File: src/hw/cpu_pkg.sv
package cpu_pkg;

  localparam int word_w     = 32;
  localparam int half_w     = 16;
  localparam int reg_addr_w = 5;

  localparam logic [word_w-1:0] reset_pc = 32'hffc00000; // boot monitor base

  typedef enum logic [2:0] {
    mode_inh2   = 3'h0,
    mode_imm3   = 3'h1,
    mode_regind = 3'h2,
    mode_reg    = 3'h3,
    mode_inh    = 3'h4,
    mode_imm2   = 3'h5,
    mode_dir    = 3'h6,
    mode_imm3a  = 3'h7
  } mode_e;

  typedef enum logic [3:0] {
    alu_and = 4'h0,
    alu_or  = 4'h1,
    alu_add = 4'h2,
    alu_sub = 4'h3,
    alu_xor = 4'h4,
    alu_shl = 4'h5,
    alu_shr = 4'h6
  } alu_op_e;

  typedef enum logic [3:0] {
    br_bra  = 4'h0,
    br_beq  = 4'h1,
    br_bne  = 4'h2,
    br_bgtu = 4'h3,
    br_bgt  = 4'h4,
    br_bge  = 4'h5,
    br_ble  = 4'h6,
    br_blt  = 4'h7,
    br_bgeu = 4'h8,
    br_bltu = 4'h9,
    br_bleu = 4'ha,
    br_brn  = 4'hb
  } br_cond_e;

  // op taken from ir[28:26] in inh mode
  typedef enum logic [2:0] {
    inh_nop = 3'h0,
    inh_cmp = 3'h2,
    inh_inc = 3'h3,
    inh_dec = 3'h4,
    inh_mov = 3'h7
  } inh_op_e;

  typedef enum logic [7:0] {
    op_st_l = 8'h00, // st.l and std.l
    op_ld_l = 8'h01, // ld.l and ldd.l
    op_lda  = 8'h0a,
    op_ldis = 8'h10,
    op_ldiu = 8'h11,
    op_jmpd = 8'h80,
    op_jmp  = 8'ha0
  } op_e;

  typedef struct packed {
    logic [word_w-1:0] ir;      // first halfword on top
    logic [half_w-1:0] ext;     // third halfword
    logic [word_w-1:0] next_pc;
  } instr_t;

  typedef struct packed {
    logic carry;
    logic negative;
    logic overflow;
    logic zero;
  } ccr_t;

endpackage

File: src/hw/mem_bus_if.sv
`timescale 1ns/100ps

interface mem_bus_if;

  logic                       valid;
  logic                       write;
  logic [cpu_pkg::word_w-1:0] addr;  // byte address
  logic [cpu_pkg::half_w-1:0] wdata;
  logic                       ready;
  logic [cpu_pkg::half_w-1:0] rdata; // sampled with valid and ready

  modport master (
    output valid, write, addr, wdata,
    input  ready, rdata
  );

  modport slave (
    input  valid, write, addr, wdata,
    output ready, rdata
  );

endinterface

File: src/hw/ls_if.sv
`timescale 1ns/100ps

interface ls_if;

  logic                       req_valid;
  logic                       write;
  logic [cpu_pkg::word_w-1:0] addr;
  logic [cpu_pkg::word_w-1:0] wdata;
  logic                       req_ready;
  logic                       done;  // one cycle after the low half
  logic [cpu_pkg::word_w-1:0] rdata;

  modport master (
    output req_valid, write, addr, wdata,
    input  req_ready, done, rdata
  );

  modport slave (
    input  req_valid, write, addr, wdata,
    output req_ready, done, rdata
  );

endinterface

File: src/hw/fetch_unit.sv
`timescale 1ns/100ps

module fetch_unit (
  input  logic                       clk,
  input  logic                       rst_n,
  mem_bus_if.master                  bus,
  output logic                       instr_valid,
  output cpu_pkg::instr_t            instr,
  input  logic                       instr_ready,
  input  logic                       pc_valid,
  input  logic [cpu_pkg::word_w-1:0] pc_next
);

  typedef enum logic [1:0] {f_fetch, f_offer, f_wait} state_e;

  state_e                     state;
  logic [cpu_pkg::word_w-1:0] pc;
  logic [1:0]                 cnt; // halfwords taken so far
  logic [cpu_pkg::word_w-1:0] ir;
  logic [cpu_pkg::half_w-1:0] ext;
  logic                       xfer;
  logic [1:0]                 need;

  function automatic logic [1:0] instr_len(cpu_pkg::mode_e m);
    case (m)
      cpu_pkg::mode_inh: return 2'd1;
      cpu_pkg::mode_imm3, cpu_pkg::mode_imm3a, cpu_pkg::mode_dir: return 2'd3;
      default: return 2'd2;
    endcase
  endfunction

  assign xfer = bus.valid && bus.ready;
  // the mode is still on the bus while the first halfword lands
  assign need = instr_len(cpu_pkg::mode_e'((cnt == 2'd0) ? bus.rdata[15:13] : ir[31:29]));

  assign bus.valid = (state == f_fetch);
  assign bus.write = 1'b0;
  assign bus.addr  = pc;
  assign bus.wdata = '0;

  assign instr_valid = (state == f_offer);
  assign instr       = '{ir: ir, ext: ext, next_pc: pc};

  always_ff @(posedge clk or negedge rst_n) begin
    if (!rst_n) begin
      state <= f_fetch;
      pc    <= cpu_pkg::reset_pc;
      cnt   <= 2'd0;
    end else begin
      case (state)
        f_fetch: if (xfer) begin
          pc <= pc + 32'd2;
          if (cnt + 2'd1 == need) begin
            cnt   <= 2'd0;
            state <= f_offer;
          end else begin
            cnt <= cnt + 2'd1;
          end
        end
        f_offer: if (instr_ready) state <= f_wait;
        f_wait: if (pc_valid) begin
          pc    <= pc_next;
          state <= f_fetch;
        end
        default: state <= f_fetch;
      endcase
    end
  end

  always_ff @(posedge clk) begin
    if (xfer) begin
      case (cnt)
        2'd0: begin
          ir  <= {bus.rdata, 16'h0000};
          ext <= '0;
        end
        2'd1: ir[15:0] <= bus.rdata;
        default: ext <= bus.rdata;
      endcase
    end
  end

endmodule

File: src/hw/load_store_unit.sv
`timescale 1ns/100ps

module load_store_unit (
  input  logic      clk,
  input  logic      rst_n,
  mem_bus_if.master bus,
  ls_if.slave       req
);

  typedef enum logic [1:0] {ls_idle, ls_high, ls_low} state_e;

  state_e                     state;
  logic                       write_q;
  logic                       done_q;
  logic [cpu_pkg::word_w-1:0] addr_q;
  logic [cpu_pkg::word_w-1:0] wdata_q;
  logic [cpu_pkg::word_w-1:0] rdata_q;
  logic                       xfer;

  assign xfer = bus.valid && bus.ready;

  // big-endian with the high half at addr
  assign bus.valid = (state != ls_idle);
  assign bus.write = write_q;
  assign bus.addr  = (state == ls_low) ? addr_q + 32'd2 : addr_q;
  assign bus.wdata = (state == ls_low) ? wdata_q[15:0] : wdata_q[31:16];

  assign req.req_ready = (state == ls_idle);
  assign req.done      = done_q;
  assign req.rdata     = rdata_q;

  always_ff @(posedge clk or negedge rst_n) begin
    if (!rst_n) begin
      state   <= ls_idle;
      write_q <= 1'b0;
      done_q  <= 1'b0;
    end else begin
      done_q <= (state == ls_low) && xfer;
      case (state)
        ls_idle: if (req.req_valid) begin
          write_q <= req.write;
          state   <= ls_high;
        end
        ls_high: if (xfer) state <= ls_low;
        ls_low:  if (xfer) state <= ls_idle;
        default: state <= ls_idle;
      endcase
    end
  end

  always_ff @(posedge clk) begin
    if (state == ls_idle && req.req_valid) begin
      addr_q  <= req.addr;
      wdata_q <= req.wdata;
    end
    if (xfer && state == ls_high) rdata_q[31:16] <= bus.rdata;
    if (xfer && state == ls_low) rdata_q[15:0] <= bus.rdata;
  end

endmodule

File: src/hw/bus_arbiter.sv
`timescale 1ns/100ps

module bus_arbiter (
  input  logic      clk,
  input  logic      rst_n,
  mem_bus_if.slave  fetch_bus,
  mem_bus_if.slave  ls_bus,
  mem_bus_if.master mem
);

  typedef enum logic [1:0] {grant_none, grant_fetch, grant_ls} grant_e;

  grant_e grant_q;
  logic   sel_ls;

  // load/store wins a fresh tie and a held grant rides out ready stalls
  assign sel_ls = (grant_q == grant_ls) || (grant_q == grant_none && ls_bus.valid);

  assign mem.valid = sel_ls ? ls_bus.valid : fetch_bus.valid;
  assign mem.write = sel_ls ? ls_bus.write : fetch_bus.write;
  assign mem.addr  = sel_ls ? ls_bus.addr  : fetch_bus.addr;
  assign mem.wdata = sel_ls ? ls_bus.wdata : fetch_bus.wdata;

  assign ls_bus.ready    = sel_ls && mem.ready;
  assign fetch_bus.ready = !sel_ls && mem.ready;
  assign ls_bus.rdata    = sel_ls ? mem.rdata : '0;
  assign fetch_bus.rdata = sel_ls ? '0 : mem.rdata;

  always_ff @(posedge clk or negedge rst_n) begin
    if (!rst_n) begin
      grant_q <= grant_none;
    end else if (mem.valid && mem.ready) begin
      grant_q <= grant_none;
    end else if (mem.valid) begin
      grant_q <= sel_ls ? grant_ls : grant_fetch; // lock until done
    end
  end

endmodule

File: src/hw/alu.sv
`timescale 1ns/100ps

module alu (
  input  cpu_pkg::alu_op_e           op,
  input  logic [cpu_pkg::word_w-1:0] a,
  input  logic [cpu_pkg::word_w-1:0] b,
  output logic [cpu_pkg::word_w-1:0] y,
  output cpu_pkg::ccr_t              flags
);

  logic [cpu_pkg::word_w:0] sum;
  logic [cpu_pkg::word_w:0] diff;
  logic                     carry;
  logic                     ovf;

  assign sum  = {1'b0, a} + {1'b0, b};
  assign diff = {1'b0, a} - {1'b0, b}; // top bit is the borrow

  always_comb begin
    carry = 1'b0;
    ovf   = 1'b0;
    case (op)
      cpu_pkg::alu_and: y = a & b;
      cpu_pkg::alu_or:  y = a | b;
      cpu_pkg::alu_add: begin
        y     = sum[31:0];
        carry = sum[32];
        ovf   = (a[31] == b[31]) && (y[31] != a[31]);
      end
      cpu_pkg::alu_sub: begin
        y     = diff[31:0];
        carry = diff[32];
        ovf   = (a[31] != b[31]) && (y[31] != a[31]);
      end
      cpu_pkg::alu_xor: y = a ^ b;
      cpu_pkg::alu_shl: y = a << b[4:0];
      cpu_pkg::alu_shr: y = a >> b[4:0]; // logical
      default: y = '0;
    endcase
  end

  assign flags = '{carry: carry, negative: y[31], overflow: ovf, zero: (y == '0)};

endmodule

File: src/hw/regfile.sv
`timescale 1ns/100ps

module regfile (
  input  logic                           clk,
  input  logic                           rst_n,
  input  logic [cpu_pkg::reg_addr_w-1:0] raddr1,
  input  logic [cpu_pkg::reg_addr_w-1:0] raddr2,
  output logic [cpu_pkg::word_w-1:0]     rdata1,
  output logic [cpu_pkg::word_w-1:0]     rdata2,
  input  logic                           we,
  input  logic [cpu_pkg::reg_addr_w-1:0] waddr,
  input  logic [cpu_pkg::word_w-1:0]     wdata
);

  logic [cpu_pkg::word_w-1:0] regs [2**cpu_pkg::reg_addr_w];

  assign rdata1 = regs[raddr1];
  assign rdata2 = regs[raddr2];

  always_ff @(posedge clk or negedge rst_n) begin
    if (!rst_n) begin
      for (int i = 0; i < 2**cpu_pkg::reg_addr_w; i++) begin
        regs[i] <= '0;
      end
    end else if (we) begin
      regs[waddr] <= wdata;
    end
  end

endmodule

File: src/hw/exec_control.sv
`timescale 1ns/100ps

module exec_control (
  input  logic                           clk,
  input  logic                           rst_n,
  input  logic                           instr_valid,
  input  cpu_pkg::instr_t                instr,
  output logic                           instr_ready,
  output logic                           pc_valid,
  output logic [cpu_pkg::word_w-1:0]     pc_next,
  ls_if.master                           ls,
  output cpu_pkg::alu_op_e               alu_op,
  output logic [cpu_pkg::word_w-1:0]     alu_a,
  output logic [cpu_pkg::word_w-1:0]     alu_b,
  input  logic [cpu_pkg::word_w-1:0]     alu_y,
  input  cpu_pkg::ccr_t                  alu_flags,
  output logic [cpu_pkg::reg_addr_w-1:0] raddr1,
  output logic [cpu_pkg::reg_addr_w-1:0] raddr2,
  input  logic [cpu_pkg::word_w-1:0]     rdata1,
  input  logic [cpu_pkg::word_w-1:0]     rdata2,
  output logic                           we,
  output logic [cpu_pkg::reg_addr_w-1:0] waddr,
  output logic [cpu_pkg::word_w-1:0]     wdata,
  output cpu_pkg::ccr_t                  ccr
);

  typedef enum logic [1:0] {ex_idle, ex_exec, ex_mem, ex_fault} state_e;

  state_e                         state;
  cpu_pkg::instr_t                iq;
  cpu_pkg::ccr_t                  ccr_q;
  logic                           mem_fin_q;
  cpu_pkg::mode_e                 mode;
  logic [7:0]                     op;
  logic [cpu_pkg::reg_addr_w-1:0] ra;
  logic [cpu_pkg::reg_addr_w-1:0] rb;
  logic [cpu_pkg::reg_addr_w-1:0] rc;
  logic [cpu_pkg::word_w-1:0]     imm;
  logic [cpu_pkg::word_w-1:0]     abs_addr;
  logic [cpu_pkg::word_w-1:0]     res;
  logic [cpu_pkg::word_w-1:0]     target;
  logic [cpu_pkg::word_w-1:0]     mem_addr;
  logic                           illegal;
  logic                           write_rf;
  logic                           set_ccr;
  logic                           mem_op;
  logic                           mem_wr;
  logic                           jump;

  function automatic logic br_taken(cpu_pkg::br_cond_e c, cpu_pkg::ccr_t f);
    case (c)
      cpu_pkg::br_bra:  return 1'b1;
      cpu_pkg::br_beq:  return f.zero;
      cpu_pkg::br_bne:  return !f.zero;
      cpu_pkg::br_bgtu: return !(f.zero || f.carry);
      cpu_pkg::br_bgt:  return !(f.zero || (f.negative ^ f.overflow));
      cpu_pkg::br_bge:  return !(f.negative ^ f.overflow);
      cpu_pkg::br_ble:  return f.zero || (f.negative ^ f.overflow);
      cpu_pkg::br_blt:  return f.negative ^ f.overflow;
      cpu_pkg::br_bgeu: return !f.carry;
      cpu_pkg::br_bltu: return f.carry;
      cpu_pkg::br_bleu: return f.carry || f.zero;
      default: return 1'b0; // brn
    endcase
  endfunction

  assign mode = cpu_pkg::mode_e'(iq.ir[31:29]);
  assign op   = iq.ir[31] ? iq.ir[28:21] : {iq.ir[28:26], iq.ir[15:11]};
  assign ra   = iq.ir[20:16];
  assign rb   = iq.ir[25:21];
  assign rc   = iq.ir[4:0];
  // imm3 carries its immediate in the third halfword
  assign imm = (mode == cpu_pkg::mode_imm3) ? {{16{iq.ext[15]}}, iq.ext}
                                            : {{16{iq.ir[15]}}, iq.ir[15:0]};
  assign abs_addr = {iq.ir[15:0], iq.ext};

  assign raddr1 = (mode == cpu_pkg::mode_inh) ? ra : rb;
  assign raddr2 = (mode == cpu_pkg::mode_inh) ? rb :
                  (mode == cpu_pkg::mode_reg) ? rc : ra;

  always_comb begin
    alu_op   = cpu_pkg::alu_add;
    alu_a    = rdata1;
    alu_b    = rdata2;
    res      = alu_y;
    target   = alu_y;
    mem_addr = alu_y;
    write_rf = 1'b0;
    set_ccr  = 1'b0;
    mem_op   = 1'b0;
    mem_wr   = 1'b0;
    jump     = 1'b0;
    illegal  = 1'b0;
    case (mode)
      cpu_pkg::mode_inh: begin
        case (cpu_pkg::inh_op_e'(iq.ir[28:26]))
          cpu_pkg::inh_nop: ;
          cpu_pkg::inh_cmp: begin
            alu_op  = cpu_pkg::alu_sub; // rA - rB
            set_ccr = 1'b1;
          end
          cpu_pkg::inh_inc: begin
            alu_b    = 32'd1;
            write_rf = 1'b1;
          end
          cpu_pkg::inh_dec: begin
            alu_op   = cpu_pkg::alu_sub;
            alu_b    = 32'd1;
            write_rf = 1'b1;
          end
          cpu_pkg::inh_mov: begin
            res      = rdata2;
            write_rf = 1'b1;
          end
          default: illegal = 1'b1;
        endcase
      end
      cpu_pkg::mode_reg, cpu_pkg::mode_imm3: begin
        alu_op = cpu_pkg::alu_op_e'(op[3:0]);
        if (mode == cpu_pkg::mode_imm3) alu_b = imm;
        write_rf = 1'b1;
        illegal  = (op > 8'h06);
      end
      cpu_pkg::mode_imm2: begin
        if (op == cpu_pkg::op_ldis) begin
          res      = imm;
          write_rf = 1'b1;
        end else if (op == cpu_pkg::op_ldiu) begin
          res      = {16'h0000, iq.ir[15:0]};
          write_rf = 1'b1;
        end else if (op <= 8'(cpu_pkg::br_brn)) begin
          jump   = br_taken(cpu_pkg::br_cond_e'(op[3:0]), ccr_q);
          target = iq.next_pc + imm;
        end else begin
          illegal = 1'b1;
        end
      end
      cpu_pkg::mode_imm3a: begin
        res      = abs_addr;
        write_rf = 1'b1;
        illegal  = (op != 8'h00); // ldi is the only one
      end
      cpu_pkg::mode_regind: begin
        alu_b = {{21{iq.ir[10]}}, iq.ir[10:0]}; // rB plus offset
        case (op)
          cpu_pkg::op_st_l: begin
            mem_op = 1'b1;
            mem_wr = 1'b1;
          end
          cpu_pkg::op_ld_l: mem_op = 1'b1;
          cpu_pkg::op_lda:  write_rf = 1'b1;
          cpu_pkg::op_jmp:  jump = 1'b1;
          default: illegal = 1'b1;
        endcase
      end
      cpu_pkg::mode_dir: begin
        mem_addr = abs_addr;
        target   = abs_addr;
        case (op)
          cpu_pkg::op_st_l: begin
            mem_op = 1'b1;
            mem_wr = 1'b1;
          end
          cpu_pkg::op_ld_l: mem_op = 1'b1;
          cpu_pkg::op_jmpd: jump = 1'b1;
          default: illegal = 1'b1;
        endcase
      end
      default: illegal = 1'b1; // inh2 has nothing left
    endcase
  end

  assign instr_ready = (state == ex_idle);
  assign pc_valid    = (state == ex_exec && !illegal && !mem_op) || mem_fin_q;
  assign pc_next     = jump ? target : iq.next_pc;

  assign we    = (state == ex_exec) ? (write_rf && !illegal)
                                    : (state == ex_mem && ls.done && !mem_wr);
  assign waddr = ra;
  assign wdata = (state == ex_mem) ? ls.rdata : res;
  assign ccr   = ccr_q;

  assign ls.req_valid = (state == ex_exec) && mem_op;
  assign ls.write     = mem_wr;
  assign ls.addr      = mem_addr;
  assign ls.wdata     = rdata2; // rA

  always_ff @(posedge clk or negedge rst_n) begin
    if (!rst_n) begin
      state     <= ex_idle;
      ccr_q     <= '0;
      mem_fin_q <= 1'b0;
    end else begin
      mem_fin_q <= (state == ex_mem) && ls.done;
      if (state == ex_exec && set_ccr && !illegal) ccr_q <= alu_flags;
      case (state)
        ex_idle: if (instr_valid) state <= ex_exec;
        ex_exec: begin
          if (illegal) begin
            state <= ex_fault;
          end else if (!mem_op) begin
            state <= ex_idle;
          end else if (ls.req_ready) begin
            state <= ex_mem;
          end
        end
        ex_mem: if (ls.done) state <= ex_idle;
        default: state <= ex_fault; // stuck until reset
      endcase
    end
  end

  always_ff @(posedge clk) begin
    if (state == ex_idle && instr_valid) iq <= instr;
  end

endmodule

File: src/hw/cpu_top.sv
`timescale 1ns/100ps

module cpu_top (
  input  logic                       clk,
  input  logic                       rst_n,
  output logic                       mem_valid,
  output logic                       mem_write,
  output logic [cpu_pkg::word_w-1:0] mem_addr,
  output logic [cpu_pkg::half_w-1:0] mem_wdata,
  input  logic                       mem_ready,
  input  logic [cpu_pkg::half_w-1:0] mem_rdata,
  output logic [3:0]                 ccr
);

  mem_bus_if fetch_bus ();
  mem_bus_if ls_bus ();
  mem_bus_if mem_bus ();
  ls_if      ls ();

  logic                           instr_valid;
  logic                           instr_ready;
  cpu_pkg::instr_t                instr;
  logic                           pc_valid;
  logic [cpu_pkg::word_w-1:0]     pc_next;
  cpu_pkg::alu_op_e               alu_op;
  logic [cpu_pkg::word_w-1:0]     alu_a;
  logic [cpu_pkg::word_w-1:0]     alu_b;
  logic [cpu_pkg::word_w-1:0]     alu_y;
  cpu_pkg::ccr_t                  alu_flags;
  cpu_pkg::ccr_t                  ccr_s;
  logic [cpu_pkg::reg_addr_w-1:0] raddr1;
  logic [cpu_pkg::reg_addr_w-1:0] raddr2;
  logic [cpu_pkg::reg_addr_w-1:0] waddr;
  logic [cpu_pkg::word_w-1:0]     rdata1;
  logic [cpu_pkg::word_w-1:0]     rdata2;
  logic [cpu_pkg::word_w-1:0]     wdata;
  logic                           we;

  assign mem_valid     = mem_bus.valid;
  assign mem_write     = mem_bus.write;
  assign mem_addr      = mem_bus.addr;
  assign mem_wdata     = mem_bus.wdata;
  assign mem_bus.ready = mem_ready;
  assign mem_bus.rdata = mem_rdata;
  assign ccr           = ccr_s;

  fetch_unit fetch_unit_i (
    .clk, .rst_n, .bus(fetch_bus), .instr_valid, .instr, .instr_ready, .pc_valid, .pc_next
  );

  load_store_unit load_store_unit_i (.clk, .rst_n, .bus(ls_bus), .req(ls));

  bus_arbiter bus_arbiter_i (.clk, .rst_n, .fetch_bus(fetch_bus), .ls_bus(ls_bus), .mem(mem_bus));

  exec_control exec_control_i (
    .clk, .rst_n, .instr_valid, .instr, .instr_ready, .pc_valid, .pc_next, .ls(ls),
    .alu_op, .alu_a, .alu_b, .alu_y, .alu_flags, .raddr1, .raddr2, .rdata1, .rdata2,
    .we, .waddr, .wdata, .ccr(ccr_s)
  );

  alu alu_i (.op(alu_op), .a(alu_a), .b(alu_b), .y(alu_y), .flags(alu_flags));

  regfile regfile_i (
    .clk, .rst_n, .raddr1, .raddr2, .rdata1, .rdata2, .we, .waddr, .wdata
  );

endmodule

File: config.mk
export PLATFORM = sky130hd
export DESIGN_NAME = cpu_top
export DESIGN_NICKNAME = d
export VERILOG_FILES = /design/src/hw/cpu_pkg.sv /design/src/hw/mem_bus_if.sv /design/src/hw/ls_if.sv /design/src/hw/fetch_unit.sv /design/src/hw/load_store_unit.sv /design/src/hw/bus_arbiter.sv /design/src/hw/alu.sv /design/src/hw/regfile.sv /design/src/hw/exec_control.sv /design/src/hw/cpu_top.sv
export SDC_FILE = /design/constraint.sdc
export NUM_CORES = 2
export LEC_CHECK = 0
export ABC_CLOCK_PERIOD_IN_PS = 16700
export BUFFER_PORTS_ARGS = -buffer_cell sky130_fd_sc_hd__buf_2
export CAP_MARGIN = 10
export CORE_AREA = 2 2 499 501
export CTS_BUF_LIST = sky130_fd_sc_hd__clkbuf_4 sky130_fd_sc_hd__clkbuf_8
export CTS_CLUSTER_DIAMETER = 40
export CTS_CLUSTER_SIZE = 30
export DETAILED_ROUTE_END_ITERATION = 10
export DIE_AREA = 0 0 501 503
export GPL_TIMING_DRIVEN = 0
export HOLD_SLACK_MARGIN = 0.03
export PLACE_DENSITY = 0.57
export SYNTH_ARGS = -nofsm -noshare
export SYNTH_HDL_FRONTEND = slang
export SYNTH_SLANG_ARGS = --single-unit
File: constraint.sdc
create_clock -name clk -period 16.7 [get_ports clk]
set_input_delay 4.175 -clock clk [delete_from_list [all_inputs] [get_ports clk]]
set_output_delay 4.175 -clock clk [all_outputs]
set_load 0.02 [all_outputs]
# Yosys cells after proc, flatten, opt, wreduce, memory -nomap -nowiden
# Index checks and enable logic that the tools add are counted.
# W data, S select, Z words.
[word_totals]
mem_bits_ro = 0
ramBits = 0
latch_bits = 0
in_bits = 19
reg_bits = 1297
elab_cells = 299
memories = 0
output_inout_bits = 54
[op_classes]
n_addsub = 6
n_mul = 0
reduce_logical = 69
muxes = 93
bitwise_logic = 8
n_eq_ne = 60
div = 0
order_cmp = 6
shift = 2
[ops]
columns = ["cell", "n"]
rows = [
  ["$bwmux W1024", 1],
  ["$mux W32", 21],
  ["$bmux W32 S5", 2],
  ["$pmux W32 S7", 1],
  ["$pmux W32 S3", 2],
  ["$demux W32 S5", 1],
  ["$pmux W32 S2", 2],
  ["$add A32 B2 Y32 const B", 2],
  ["$mux W16", 4],
  ["$pmux W16 S2", 2],
  ["$add A32 B32 Y33", 1],
  ["$sub A32 B32 Y33", 1],
  ["$add A32 B32 Y32", 1],
  ["$and A32 B32 Y32", 1],
  ["$logic_not A32 Y1", 1],
  ["$mux W2", 16],
  ["$or A32 B32 Y32", 1],
  ["$shl A32 B5 Y32", 1],
  ["$shr A32 B5 Y32", 1],
  ["$xor A32 B32 Y32", 1],
  ["$eq A4 B3 Y1 const B", 7],
  ["$eq A3 B3 Y1 const B", 9],
  ["$mux W1", 25],
  ["$logic_and A1 B1 Y1", 21],
  ["50 further kinds", 119],
]

# Depth between registers and ports, before layout
[logic_depth]
word_depth = 18
depth_mapped = 39
mapped_depth_nobuf = 28

# Modules after synthesis
# From an unflattened synthesis, not the netlist that was laid out.
[unflattened]
hier_cells = 7999
area_unflattened_um2 = 83994.3
[modules_own_cells]
columns = ["mod", "instances", "cells_each", "area_each_um2", "seq_area_each_um2"]
rows = [
  ["regfile", 1, 4605, 55788.5, 25624.6],
  ["exec_control", 1, 1235, 9629.2, 2577.5],
  ["alu", 1, 1379, 9276.4, 0.0],
  ["fetch_unit", 1, 422, 4381.7, 2354.8],
  ["load_store_unit", 1, 254, 3873.7, 2982.9],
  ["bus_arbiter", 1, 104, 1044.8, 50.0],
]

# Worst setup path before layout
# OpenSTA, ideal clock, no wires.
[synth_timing]
path_type = "reg-to-reg"
from = "register exec_control_i.state[1]"
to = "register exec_control_i.state[0]"
setup_slack_ps = 6947
synth_period_minus_slack_ps = 9753
path_buffers = 1
required_time_ps = 16572
setup_ps = 128
path_stages_with_launch = 4
t_arrival_ps = 9625
path_cell_list = "dfrtp_1 -> clkbuf_1 -> nor4b_1 -> o21bai_1"
[synth_via]
elab_chain_cells = 3
elab_cells_between_ends = 8
classes_between = "eq/ne: 5; mux: 1; reduce/logical: 2"
[synth_lines]
columns = ["element", "line", "text"]
rows = [
  ["start, declared", "exec_control.sv:29", "state_e state;"],
  ["start signal, assigned", "exec_control.sv:190", "state <= ex_idle;"],
  ["start signal, assigned", "exec_control.sv:200", "state <= ex_fault;"],
  ["start signal, assigned", "exec_control.sv:202", "state <= ex_idle;"],
  ["$eq A2 B1 Y1 (tied with other cells)", "exec_control.sv:196", "case (state)"],
  ["$ne A4 B2 Y1 (no source line) (tied with other cells)", "--", ""],
  ["$reduce_and A3 Y1 (no source line)", "--", ""],
]
# Several ways; a longest one is shown, not always the timed one.
# A chain may end at the register's enable or synchronous reset.

# Worst setup path in the final report
[layout_timing]
from = "register exec_control_i.iq, in the netlist exec_control_i.abs_addr[19]"
to = "register regfile_i.regs[22] in the netlist's numbering"
[layout_via]
elab_chain_cells = 15
elab_cells_between_ends = 24
classes_between = "add/sub: 2; shift: 2; mux: 16; bitwise: 4"
[layout_lines]
columns = ["element", "line", "text"]
rows = [
  ["start, declared", "exec_control.sv:30", "cpu_pkg::instr_t iq;"],
  ["start signal, assigned", "exec_control.sv:214", "if (state == ex_idle && instr_valid) iq <= instr;"],
  ["$mux W5", "exec_control.sv:79", "(mode == cpu_pkg::mode_reg) ? rc : ra;"],
  ["$mux W5", "exec_control.sv:78", "assign raddr2 = (mode == cpu_pkg::mode_inh) ? rb :"],
  ["$not A5 Y6 (not written as such)", "regfile.sv:18", "assign rdata2 = regs[raddr2];"],
  ["$bmux W32 S5", "regfile.sv:18", ""],
  ["$mux W32 (not written as such) (2 in series)", "regfile.sv:18", ""],
  ["$mux W32 (on tied branches)", "exec_control.sv:120, exec_control.sv:96", ""],
  ["$pmux W32 S3", "exec_control.sv:94", "case (mode)"],
  ["$sub A32 B32 Y33 (tied with other cells)", "alu.sv:17", "assign diff = {1'b0, a} - {1'b0, b};"],
  ["$pmux W32 S7", "alu.sv:22", "case (op)"],
  ["$mux W32", "exec_control.sv:128", "end else if (op == cpu_pkg::op_ldiu) begin"],
  ["$mux W32", "exec_control.sv:125", "if (op == cpu_pkg::op_ldis) begin"],
  ["$pmux W32 S3 (*)", "exec_control.sv:94", ""],
  ["$mux W32 (*)", "exec_control.sv:180", "assign wdata = (state == ex_mem) ? ls.rdata : res;"],
  ["$bwmux W1024 (*)", "regfile.sv:26", "regs[waddr] <= wdata;"],
  ["end signal, assigned by index", "regfile.sv:26", ""],
  ["end, declared", "regfile.sv:15", "logic [cpu_pkg::word_w-1:0] regs [2**cpu_pkg::reg_addr_w];"],
]
# Mark *: on every way between the ends. The rest lies on a longest branch, timed or not. The select of a mux whose other input is x is not followed.

==> impl_metrics.ini <==
[drt]
highest_layer = met5
drt_wl_total_mm = 530
dr.pass1.iters = 9
routedWlPerCell_um = 41.6
wl_met3_mm = 82.5
initialDrtViolationCount = 15700
num_vias = 85900
drc = 0
wl_met2_mm = 208
final_antenna_net_count = 0
drt-met1-wl_mm = 184
via_per_inst = 6.75

[clock_tree]
cts_resized = 0
cts_root_buffer = clkbuf_8
worstSkewPairLatency_ns = 1.14
clk_path_buf_depth = 3
cts_hold_buffers = 0
post-cts-setup-buffers = 0
cts_tree = done
h-tree-depth = 4
cts_sinks = 1297
clk_pin_slew_ns = 0.08
numCtsBuffers = 223

[floorplanning]
core-area_um2 = 247000
die_w_um = 501
start_util_pct = 32.8
fp-row-count = 183
io_pins = 73
die_y_um = 503
die-area_um2 = 252000

[critical_path]
critical-path-top-delay-family = buffers and inverters
worstPathArrival_ns = 16.80
r2r_end = regfile_i.regs[22]
r2r-start = exec_control_i.abs_addr[19]
cpMaxStageDelayCell = a211oi_2
worstPathMaxFanout = 10
regToRegSetupSlack_ns = 0.81
required_ns = 17.61
critPathKind = flip-flop to flip-flop
slowest_delay_ns = 1.08
crit_top_cell = clkbuf_1
r2r_cells = 37
crit_path_end_kind = flip-flop
crit_buf_inv = 13
start_kind = flip-flop
crit_start = exec_control_i.abs_addr[19]

[global_route]
grt_usage_pct = 40.8
grt_overflow = 0
grt_pass1_vias = 78900
grt_pass1_wl_mm = 698
antenna_found_initial = 66
grt_max_degree = 166

[worst_hold_path]
hp-start = fetch_unit_i.ext[8]
hold_depth = 0
whs_endpoint = exec_control_i.abs_addr[8]
hold_path_class = flip-flop to flip-flop

[cells_and_area]
fin_nets = 9376
multi_input_area_um2 = 43300
area_growth_pct = 15.4
instances_no_fill = 12700
fillers = 25100
stdcell_area_um2 = 93400
final_util_pct = 37.8
drive_above_1_share_pct = 16.8
register_area_um2 = 33600

[synthesis]
synth_seq_cells = 1297
ys_seq_area_share_pct = 41.5
synth.net_count = 8958
synth_warnings = 0
synth-main-ff-cell = dfrtp_1
syn_area_um2 = 80900
async_flop_share_pct = 82.7
syn_area_per_cell_um2 = 9.19
yosysUniqueCellTypes = 121
syn-instance-count = 8804
synth_edf_count = 224

[power_and_ir_drop]
irDropWorstVdd_uv = 80.7
seq_power_share_pct = 45.4
power_density_nw_per_um2 = 75.7
p_leak_nw = 38.6
p_sw_mw = 1.84
switching_share_pct = 26.0
p_int_mw = 5.23
combPwrFrac_pct = 1.0
p_total_mw = 7.07
p_clk_share_pct = 53.6

[sta]
setup_violations = 0
max_freq_mhz = 62.9
maxSlewHeadroom_pct = -8.40
fin_crit_sh_pct = 95.2
fin_crit_ns = 15.89
maxSlewViolCount = 35
hold_viol = 0
fin_skew_ns = 0.151
rsz0062_at_grt = false
tns_ns = 0
worst_pin_slew_ns = 1.61

[placement]
numPortBuffers = 72
place.gp.congestion = 1.10
dp.cells = 12200
place_area_um2 = 87300
dp_hpwl_mm = 389

[outcome]
failed_checks = max-capacitance violations, max-slew violations
status = finished, violations left

[job]
cap_viol_max_count = 6
-- cells in the mapped netlist (125+ instances only) --
cell type | count | area share (%)
ha_1 | 132 | 2.0
buf_2 | 169 | 1.0
mux2i_1 | 255 | 3.2
mux4_2 | 323 | 9.0
o21ai_0 | 633 | 3.9
dfrtp_1 | 1063 | 33
clkbuf_1 | 469 | 2.2
nor3_1 | 134 | 0.83
edfxtp_1 | 224 | 8.3
o21ai_1 | 130 | 0.80
inv_1 | 181 | 0.84
a22oi_1 | 125 | 1.2
a21oi_1 | 348 | 2.2
nand2_1 | 2218 | 10
nand3_1 | 220 | 1.4
nor2_1 | 396 | 1.8
mux2_2 | 164 | 2.3
-- sequential cells by signal, indices dropped and copies added, names as in the netlist, 4 cells and up --
name                         flops
load_store_unit_i.req.rdata     32
load_store_unit_i.addr_q        32
fetch_unit_i.bus.addr           32
load_store_unit_i.wdata_q       32
exec_control_i.abs_addr         32
regfile_i.regs                1024
fetch_unit_i.ext                16
exec_control_i.ccr               4
fetch_unit_i.ir                 32
exec_control_i.iq               43
exec_control_i.waddr             5
-- worst reg2reg max path: cells and delay by family, from the launching register on --
| family | cells | cell delay (ns) |
|---|---|---|
| buf+inv | 13 | 7.43 |
| compound gates | 14 | 5.73 |
| simple gates | 8 | 1.70 |
| flops | 1 | 0.36 |
| fa+ha+maj | 1 | 0.26 |
| xor+xnor | 1 | 0.26 |
-- final cells by class --
| cell class | count | share of cell area [%] |
|---|---|---|
| multi-input cells | 6533 | 46.4 |
| flip-flops and latches | 1297 | 36.0 |
| diodes | 63 | 0.169 |
| well taps | 3237 | 4.34 |
| clock inverters | 169 | 2.54 |
| clock buffers | 254 | 3.63 |
| repair buffers | 193 | 2.25 |
| plain buffers | 786 | 3.96 |
| inverters | 188 | 0.758 |
-- per-stage QoR --
stage	hold WS, ns	setup WS (ns)
finish	0.414	0.805
global route	0.425	1.10
CTS	0.407	1.89
detailed placement	0.405	1.93
global placement	0.400	-13.23
floorplan	0.400	6.95
-- layout by cell type, fill, tap and decap left out, drive strengths merged, types with 95 or more instances in the layout --
master	instances
a22oi	126
edfxtp	224
o31ai	95
clkbuf	747
a211oi	112
a21oi	352
buf	485
ha	132
and3	103
nor2	400
mux4	323
inv	246
mux2i	256
nand3	222
nand2	2219
a31oi	97
o21ai	765
mux2	167
nor3	141
dfrtp	1063
-- kinds of logic (layout without fill, tap and decap cells) --
group	count (synthesis)	in the layout	share of synthesized area [%]
simple gates	3359	3359	17.6
buf+inv	974	1590	5.41
compound gates	2202	2202	17.9
other cells	0	63	0
flops	1297	1297	41.5
xor+xnor	91	91	0.985
fa+ha+maj	135	135	2.12
mux	746	746	14.5
-- how the worst max path moves through the flow --
stage | endpoint | slack, ns | depth (start not counted)
2_1_floorplan | exec_control_i.state[0] | 6.95 | 3
3_3_place_gp | fetch_unit_i.cnt[0] | -13.23 | 1
3_5_place_dp | regfile_i.regs[566] | 1.93 | 37
4_1_cts | regfile_i.regs[982] | 1.89 | 37
5_1_grt | regfile_i.regs[982] | 1.10 | 37
6_report | regfile_i.regs[22] | 0.81 | 37
-- metal layers --
layer,vias to the layer above,track usage [%]
met2,8027,56.2
met3,2510,21.3
met4,57,32.1
li1,32900,-
met5,-,2.26
met1,42400,46.8
-- power by group through the flow --
stage / Clock, mW / Sequential [mW] / Combinational, mW
2_1_floorplan: 0 / 3.27 / 0.00318
3_3_place_gp: 0 / 3.27 / 0.0636
3_5_place_dp: 0 / 3.27 / 0.0708
4_1_cts: 3.77 / 3.21 / 0.0709
5_1_grt: 3.91 / 3.21 / 0.0783
6_report: 3.79 / 3.21 / 0.0687
(Power assumes the default switching activity.)
